$ cat src/conv_pkg.sv
package conv_pkg;

  //////////////////////////////
  // Data widths
  //////////////////////////////

  localparam int DATA_WIDTH = 16;
  // Eight guard bits cover up to 256 channels
  localparam int SUM_WIDTH = DATA_WIDTH + 8;

  typedef logic signed [DATA_WIDTH-1:0] pixel_t;
  typedef logic signed [SUM_WIDTH-1:0]  sum_t;

  // Pixel index caps a frame at 4096 pixels
  typedef logic [11:0] pixel_idx_t;
  typedef logic [7:0]  channel_idx_t;

  //////////////////////////////
  // Pipeline structs
  //////////////////////////////

  // Position tag that follows a pixel down the pipeline
  typedef struct packed {
    pixel_idx_t pixel_idx;
    logic       first_channel;
    logic       last_channel;
  } beat_tag_t;

  // Registered FIFO read output
  typedef struct packed {
    logic   valid;
    pixel_t data;
  } pixel_beat_t;

  // Read burst sequencer
  typedef enum logic [1:0] {SEQ_IDLE, SEQ_BURST, SEQ_GAP} seq_state_t;

endpackage

$ cat src/frame_fifo.sv
module frame_fifo #(
  parameter int IMAGE_SIZE = 16
) (
  input  logic                 clk,
  input  logic                 reset,
  input  logic                 wr_en,
  input  conv_pkg::pixel_t     din,
  input  logic                 rd_en,
  output conv_pkg::pixel_beat_t rd_beat,
  output conv_pkg::pixel_idx_t count
);
  import conv_pkg::*;

  localparam int DEPTH  = 2 * IMAGE_SIZE;
  localparam int ADDR_W = $clog2(DEPTH);

  pixel_t             mem [DEPTH];
  logic [ADDR_W-1:0]  wr_ptr;
  logic [ADDR_W-1:0]  rd_ptr;
  pixel_idx_t         count_q;
  logic               full;
  logic               empty;
  logic               wr_ok;
  logic               rd_ok;
  logic               rd_valid_q;
  pixel_t             rd_data_q;

  assign full  = (count_q == pixel_idx_t'(DEPTH));
  assign empty = (count_q == '0);
  assign wr_ok = wr_en && !full;
  assign rd_ok = rd_en && !empty;

  // Pointers wrap at DEPTH, which need not be a power of two
  always_ff @(posedge clk) begin
    if (reset) begin
      wr_ptr     <= '0;
      rd_ptr     <= '0;
      count_q    <= '0;
      rd_valid_q <= 1'b0;
    end else begin
      if (wr_ok) begin
        wr_ptr <= (wr_ptr == ADDR_W'(DEPTH - 1)) ? '0 : wr_ptr + ADDR_W'(1);
      end
      if (rd_ok) begin
        rd_ptr <= (rd_ptr == ADDR_W'(DEPTH - 1)) ? '0 : rd_ptr + ADDR_W'(1);
      end
      case ({wr_ok, rd_ok})
        2'b10:   count_q <= count_q + pixel_idx_t'(1);
        2'b01:   count_q <= count_q - pixel_idx_t'(1);
        default: count_q <= count_q;
      endcase
      rd_valid_q <= rd_ok;
    end
  end

  always_ff @(posedge clk) begin
    if (wr_ok) begin
      mem[wr_ptr] <= din;
    end
    if (rd_ok) begin
      rd_data_q <= mem[rd_ptr];
    end
  end

  assign rd_beat = '{valid: rd_valid_q, data: rd_data_q};
  assign count   = count_q;

endmodule

$ cat src/psum_buffer.sv
module psum_buffer #(
  parameter int IMAGE_SIZE = 16
) (
  input  logic                 clk,
  input  conv_pkg::pixel_idx_t rd_addr,
  output conv_pkg::sum_t       rd_data,
  input  logic                 wr_en,
  input  conv_pkg::pixel_idx_t wr_addr,
  input  conv_pkg::sum_t       wr_data
);
  import conv_pkg::*;

  localparam int ADDR_W = $clog2(IMAGE_SIZE);

  sum_t              mem [IMAGE_SIZE];
  logic [ADDR_W-1:0] rd_ptr;
  logic [ADDR_W-1:0] wr_ptr;

  // Indices never exceed IMAGE_SIZE-1, so the low bits suffice
  assign rd_ptr = rd_addr[ADDR_W-1:0];
  assign wr_ptr = wr_addr[ADDR_W-1:0];

  // Write-back lands two cycles after the read of the same location
  always_ff @(posedge clk) begin
    if (wr_en) begin
      mem[wr_ptr] <= wr_data;
    end
  end

  // Registered read port
  always_ff @(posedge clk) begin
    rd_data <= mem[rd_ptr];
  end

endmodule

$ cat src/pixel_channel_counter.sv
module pixel_channel_counter #(
  parameter int IMAGE_SIZE  = 16,
  parameter int CHANNEL_NUM = 4
) (
  input  logic                clk,
  input  logic                reset,
  input  logic                advance,
  output conv_pkg::beat_tag_t tag
);
  import conv_pkg::*;

  pixel_idx_t   pixel_q;
  channel_idx_t channel_q;
  logic         pixel_wrap;
  logic         channel_wrap;

  assign pixel_wrap   = (pixel_q == pixel_idx_t'(IMAGE_SIZE - 1));
  assign channel_wrap = (channel_q == channel_idx_t'(CHANNEL_NUM - 1));

  //////////////////////////////
  // Pixel and channel counting
  //////////////////////////////

  always_ff @(posedge clk) begin
    if (reset) begin
      pixel_q   <= '0;
      channel_q <= '0;
    end else if (advance) begin
      if (pixel_wrap) begin
        pixel_q <= '0;
        // Channel steps once per finished frame
        if (channel_wrap) begin
          channel_q <= '0;
        end else begin
          channel_q <= channel_q + channel_idx_t'(1);
        end
      end else begin
        pixel_q <= pixel_q + pixel_idx_t'(1);
      end
    end
  end

  // Flags for the zero select and the output gate
  always_comb begin
    tag.pixel_idx     = pixel_q;
    tag.first_channel = (channel_q == '0);
    tag.last_channel  = channel_wrap;
  end

endmodule

$ cat src/channel_sequencer.sv
module channel_sequencer #(
  parameter int IMAGE_SIZE = 16
) (
  input  logic                 clk,
  input  logic                 reset,
  input  conv_pkg::pixel_idx_t count,
  input  conv_pkg::beat_tag_t  cur_tag,
  output logic                 rd_en,
  output logic                 advance,
  output conv_pkg::beat_tag_t  rd_tag
);
  import conv_pkg::*;

  seq_state_t state;
  seq_state_t state_next;
  logic       frame_ready;
  logic       burst_done;

  // A whole frame sits in the FIFO
  assign frame_ready = (count >= pixel_idx_t'(IMAGE_SIZE));
  // The counter shows the last pixel on the final read of a burst
  assign burst_done  = (cur_tag.pixel_idx == pixel_idx_t'(IMAGE_SIZE - 1));

  //////////////////////////////
  // Burst FSM
  //////////////////////////////

  always_comb begin
    state_next = state;
    case (state)
      SEQ_IDLE: begin
        if (frame_ready) begin
          state_next = SEQ_BURST;
        end
      end
      SEQ_BURST: begin
        if (burst_done) begin
          state_next = SEQ_GAP;
        end
      end
      SEQ_GAP: begin
        state_next = SEQ_IDLE;
      end
      default: begin
        state_next = SEQ_IDLE;
      end
    endcase
  end

  always_ff @(posedge clk) begin
    if (reset) begin
      state <= SEQ_IDLE;
    end else begin
      state <= state_next;
    end
  end

  // One FIFO read and one counter step per burst cycle
  assign rd_en   = (state == SEQ_BURST);
  assign advance = rd_en;

  // Tag lines up with the FIFO data one cycle later
  always_ff @(posedge clk) begin
    if (rd_en) begin
      rd_tag <= cur_tag;
    end
  end

endmodule

$ cat src/channel_accumulator.sv
module channel_accumulator (
  input  logic                  clk,
  input  logic                  reset,
  input  conv_pkg::pixel_beat_t pix_beat,
  input  conv_pkg::beat_tag_t   tag,
  input  conv_pkg::sum_t        stored_sum,
  output logic                  wr_en,
  output conv_pkg::pixel_idx_t  wr_addr,
  output conv_pkg::sum_t        wr_data,
  output logic                  valid_out,
  output conv_pkg::sum_t        pxl_out
);
  import conv_pkg::*;

  sum_t       pixel_ext;
  sum_t       addend;
  sum_t       sum_next;
  logic       valid_q;
  logic       last_q;
  pixel_idx_t addr_q;
  sum_t       sum_q;

  //////////////////////////////
  // Add stage
  //////////////////////////////

  // Sign extension into the guard bits
  assign pixel_ext = {{(SUM_WIDTH - DATA_WIDTH){pix_beat.data[DATA_WIDTH-1]}},
                      pix_beat.data};

  // First channel of a group starts from zero
  assign addend   = tag.first_channel ? '0 : stored_sum;
  assign sum_next = pixel_ext + addend;

  always_ff @(posedge clk) begin
    if (reset) begin
      valid_q <= 1'b0;
      last_q  <= 1'b0;
    end else begin
      valid_q <= pix_beat.valid;
      last_q  <= pix_beat.valid && tag.last_channel;
    end
  end

  always_ff @(posedge clk) begin
    if (pix_beat.valid) begin
      addr_q <= tag.pixel_idx;
      sum_q  <= sum_next;
    end
  end

  // Write-back of every beat
  assign wr_en   = valid_q;
  assign wr_addr = addr_q;
  assign wr_data = sum_q;

  // Only the last channel of a group leaves the block
  assign valid_out = last_q;
  assign pxl_out   = valid_out ? sum_q : '0;

endmodule

$ cat src/channel_in_adder.sv
module channel_in_adder #(
  parameter int IMAGE_SIZE  = 16,
  parameter int CHANNEL_NUM = 4
) (
  input  logic             clk,
  input  logic             reset,
  input  logic             valid_in,
  input  conv_pkg::pixel_t pxl_in,
  output logic             valid_out,
  output conv_pkg::sum_t   pxl_out
);
  import conv_pkg::*;

  pixel_idx_t  fifo_count;
  pixel_beat_t rd_beat;
  beat_tag_t   cur_tag;
  beat_tag_t   rd_tag;
  logic        rd_en;
  logic        advance;
  sum_t        stored_sum;
  logic        wb_en;
  pixel_idx_t  wb_addr;
  sum_t        wb_data;

  //////////////////////////////
  // Input side
  //////////////////////////////

  frame_fifo #(.IMAGE_SIZE(IMAGE_SIZE)) fifo_i (
    .clk    (clk),
    .reset  (reset),
    .wr_en  (valid_in),
    .din    (pxl_in),
    .rd_en  (rd_en),
    .rd_beat(rd_beat),
    .count  (fifo_count)
  );

  pixel_channel_counter #(
    .IMAGE_SIZE (IMAGE_SIZE),
    .CHANNEL_NUM(CHANNEL_NUM)
  ) counter_i (
    .clk    (clk),
    .reset  (reset),
    .advance(advance),
    .tag    (cur_tag)
  );

  channel_sequencer #(.IMAGE_SIZE(IMAGE_SIZE)) seq_i (
    .clk    (clk),
    .reset  (reset),
    .count  (fifo_count),
    .cur_tag(cur_tag),
    .rd_en  (rd_en),
    .advance(advance),
    .rd_tag (rd_tag)
  );

  //////////////////////////////
  // Sum side
  //////////////////////////////

  // Read address comes straight from the counter in the rd_en cycle
  psum_buffer #(.IMAGE_SIZE(IMAGE_SIZE)) psum_i (
    .clk    (clk),
    .rd_addr(cur_tag.pixel_idx),
    .rd_data(stored_sum),
    .wr_en  (wb_en),
    .wr_addr(wb_addr),
    .wr_data(wb_data)
  );

  channel_accumulator acc_i (
    .clk       (clk),
    .reset     (reset),
    .pix_beat  (rd_beat),
    .tag       (rd_tag),
    .stored_sum(stored_sum),
    .wr_en     (wb_en),
    .wr_addr   (wb_addr),
    .wr_data   (wb_data),
    .valid_out (valid_out),
    .pxl_out   (pxl_out)
  );

endmodule

$ cat config.mk
export PLATFORM = sky130hd
export DESIGN_NAME = channel_in_adder
export DESIGN_NICKNAME = d
export VERILOG_FILES = /design/src/conv_pkg.sv /design/src/frame_fifo.sv /design/src/psum_buffer.sv /design/src/pixel_channel_counter.sv /design/src/channel_sequencer.sv /design/src/channel_accumulator.sv /design/src/channel_in_adder.sv
export SDC_FILE = /design/constraint.sdc
export NUM_CORES = 1
export LEC_CHECK = 0
export BUFFER_PORTS_ARGS = -buffer_cell sky130_fd_sc_hd__buf_4
export CORE_MARGIN = 3
export CORE_UTILIZATION = 40
export CTS_CLUSTER_DIAMETER = 40
export DETAILED_ROUTE_END_ITERATION = 8
export SYNTH_ARGS = -nofsm -noshare
export SYNTH_HDL_FRONTEND = slang
export SYNTH_SLANG_ARGS = --single-unit
$ cat constraint.sdc
create_clock -name clk -period 11.45 [get_ports clk]
set_input_delay 1.7175 -clock clk [delete_from_list [all_inputs] [get_ports clk]]
set_output_delay 1.7175 -clock clk [all_outputs]
set_load 0.02 [all_outputs]
==> results.py <==
metrics = {
    "logic_synthesis": {
        "synth_fp_nets": 1988,
        "synth_top_area_frac": 0.7093,
        "synth.most_common_cell": "edfxtp_1",
        "synth_area_leaders": "edfxtp_1, mux4_2, dfxtp_1",
        "syn-instance-count": 1923,
        "synth_compound_area_frac": 0.01890,
        "netlist_area_um2": 40050,
        "synthXorXnorAreaFrac": 0.008748,
        "seq_area_frac_synth": 0.7448,
        "synth_seq_cells": 1017,
        "yosysUniqueCellTypes": 60,
        "synth_ff_type": "edfxtp_1",
        "synthSimpleGateAreaFrac": 0.03721,
        "yosysWarnings": 0,
        "synth_mux_area_frac": 0.1640,
        "synth_common_cells": "edfxtp_1, mux4_2, nor2_1",
        "synth-async-reset-ratio": 0,
        "synth_top_family_by_area": "multiplexers",
        "synth_enable_flop_cells": 946,
        "synthAdderAreaFrac": 0.01475,
        "avgSynthCellArea_um2": 20.83,
        "post-synth-top-area-cell": "edfxtp_1",
    },
    "sta": {
        "max_freq_mhz": 201.2,
        "setup-violations-final": 0,
        "tightestPinTransition_ns": 1.223,
        "fin_crit_ns": 4.969,
        "fin_worst_skew_ns": 0.02897,
        "finalCritPeriodShare": 0.4340,
        "slew_headroom": 0.1825,
        "fin_tns_setup_ns": 0,
        "setup_slack_ns": 6.481,
        "finalHoldViolations": 0,
        "drv_slew": 0,
        "rsz0062_at_grt": "false",
    },
    "global_routing": {
        "grt_pass1_vias": 19930,
        "gr-usage-all-layers": 0.1733,
        "antenna_found_initial": 5,
        "grt_pass1_wl_um": 132000,
        "grt_max_degree": 79,
        "grt-ovfl-total": 0,
    },
    "pwr": {
        "p_leak_nw": 14.57,
        "p_seq_frac": 0.493,
        "clkPwrFrac": 0.486,
        "power_mw": 8.253,
        "internal-power_mw": 6.608,
        "switching_share": 0.1993,
        "p_sw_mw": 1.645,
        "vdd_drop_max_mv": 0.1463,
        "combPwrFrac": 0.021,
        "power_per_cell_area_nw_per_um2": 177.5,
    },
    "floorplanning": {
        "core_region_area_um2": 98850,
        "die_w_um": 322.4,
        "die_area_um2": 104000,
        "ios": 44,
        "initial_core_util": 0.4051,
        "row_count": 115,
        "die_h_um": 322.4,
    },
    "setup_path": {
        "critPathCaptureType": "register",
        "crit_arrival_ns": 5.54,
        "crit_fanout": 19,
        "required_ns": 12.02,
        "r2r_setup_slack_ns": 6.48,
        "crit_type": "reg2reg",
        "reg2reg_depth": 12,
        "worstSetupStartpointType": "register",
        "timing.rr.start": "fifo_i.count[7]$_SDFFE_PP0P_",
        "r2r-end": "fifo_i.count[11]$_SDFFE_PP0P_",
    },
    "detailed_routing": {
        "dr.pass1.iters": 5,
        "routed_wl_um": 88590,
        "routedWlPerCell_um": 25.66,
        "drt_iter0_drc": 1709,
        "vias": 19150,
        "avgViaCountPerCell": 5.549,
        "ant_nets": 0,
        "drcViolationCount": 0,
    },
    "clock_tree": {
        "cts_resized": 0,
        "cts_sinks": 1017,
        "cts_root_buf": "clkbuf_16",
        "cts_setup_buffers": 0,
        "cts_buffers": 120,
        "clockBufferDepth": 3,
        "cts.htree.levels": 3,
        "clk_pin_slew_ns": 0.06,
        "holdBufCountCts": 0,
        "tritoncts": "built",
        "clock_latency_ns": 0.69,
    },
    "run": {
        "cap_violations": 0,
    },
    "worst_hold_path": {
        "hold_depth": 0,
        "holdPathEnd": "acc_i.wr_addr[2]$_DFFE_PP_",
        "worstHoldStart": "seq_i.rd_tag[4]$_DFFE_PP_",
        "hold_class": "reg2reg",
    },
    "layout": {
        "nFillCells": 8105,
        "nets": 2124,
        "area_delta_synth_final_pct": 16.08,
        "drive_above_1_share": 0.3064,
    },
    "placed_design": {
        "dp_hpwl_um": 48550,
        "dpl_worst_slack_ns": 6.540,
        "gp_congestion": 0.7665,
        "portBuffers": 43,
    },
    "outcome": {
        "status": "completed",
    },
}
## power by group through the flow
stage	registers [mW]	logic [mW]	clock network, mW
6_report	4.07	0.171	4.01
5_1_grt	4.07	0.187	4.25
4_1_cts	4.07	0.175	4.08
3_5_place_dp	4.15	0.174	0
3_3_place_gp	4.15	0.169	0
2_1_floorplan	4.14	0.113	0
## state kept, by name, summed over array words and instances (netlist names)
signal / flops
acc_i.valid_out: 1
fifo_i.rd_data_q: 16
counter_i.channel_q: 8
seq_i.rd_tag: 6
acc_i.wr_data: 24
acc_i.wr_addr: 4
fifo_i.rd_ptr: 5
psum_i.rd_data: 24
fifo_i.mem: 512
counter_i.pixel_q: 12
psum_i.mem: 384
fifo_i.wr_ptr: 5
fifo_i.count: 12
seq_i.state: 2
acc_i.wr_en: 1
fifo_i.rd_valid_q: 1
## layout by cell type (no fill, tap or decap), types with 10 or more instances in the layout
cell / n
clkbuf_1: 12
bufinv_16: 22
buf_4: 99
inv_6: 11
inv_1: 14
and2_1: 29
nor2_4: 12
nand2_1: 38
o21ai_0: 18
nor2b_1: 31
nor2_1: 64
xnor2_1: 22
a21o_1: 10
nor3_1: 20
mux2_2: 16
clkbuf_16: 121
mux4_2: 280
xor2_1: 18
nor2_2: 32
ha_1: 44
clkinv_1: 12
edfxtp_1: 946
a21oi_1: 37
nand3_1: 14
clkinv_2: 20
dfxtp_1: 63
## stage by stage
step	utilization	instance area (µm²)	instances	hold WS (ns)
2_1_floorplan	-	40050	1923	0.4003
3_3_place_gp	0.4269	42200	3224	0.4011
3_5_place_dp	0.4269	42200	3224	0.4057
4_1_cts	0.4703	46490	3451	0.4106
5_1_grt	0.4703	46490	3451	0.4300
6_report	0.4703	46490	3452	0.4084
## worst max-delay path, stage by stage (launching register included)
cell and delay, ns:
dfxtp_1 0.33, nor4_1 0.48, nand3_1 0.23, o21ai_1 0.55, inv_1 0.61, ha_1 0.60
ha_1 0.38, a211oi_1 0.39, o21ai_1 0.17, a31o_2 0.28, o31ai_1 0.25, mux2i_1 0.25
mux2_1 0.33
## per-layer routing
metal / global-route usage / share of wire
met3: 0.03194 / 0.057
met5: 0 / 0.00038
met1: 0.2270 / 0.40
met4: 0.05810 / 0.031
met2: 0.2933 / 0.51
## worst max-delay path by stage
stage / slack (ns) / to / start
6_report: 6.48 / fifo_i.count[11]$_SDFFE_PP0P_ / fifo_i.count[7]$_SDFFE_PP0P_
3_5_place_dp: 6.54 / fifo_i.count[11]$_SDFFE_PP0P_ / fifo_i.count[7]$_SDFFE_PP0P_
2_1_floorplan: 7.21 / fifo_i.count[11]$_SDFFE_PP0P_ / valid_in
5_1_grt: 6.10 / fifo_i.count[11]$_SDFFE_PP0P_ / fifo_i.count[7]$_SDFFE_PP0P_
4_1_cts: 6.51 / fifo_i.count[11]$_SDFFE_PP0P_ / fifo_i.count[7]$_SDFFE_PP0P_
3_3_place_gp: 6.73 / fifo_i.count[11]$_SDFFE_PP0P_ / fifo_i.count[7]$_SDFFE_PP0P_
## cell families after synthesis
group           after synthesis
compound gates              118
buf+inv                     100
xor+xnor                     40
flops                      1017
fa+ha+maj                    46
mux                         304
simple gates                298
## final cells by class
cell class / instances / area, µm² / share of cell area
repair buffers: 99 / 743.2 / 0.01599
inverters: 15 / 56.30 / 0.001211
clock inverters: 90 / 1154 / 0.02482
well taps: 1287 / 1610 / 0.03464
multi-input cells: 806 / 9946 / 0.2139
diodes: 1 / 2.502 / 0.00005383
flip-flops and latches: 1017 / 29850 / 0.6421
clock buffers: 137 / 3128 / 0.06729
(Power assumes the default switching activity.)
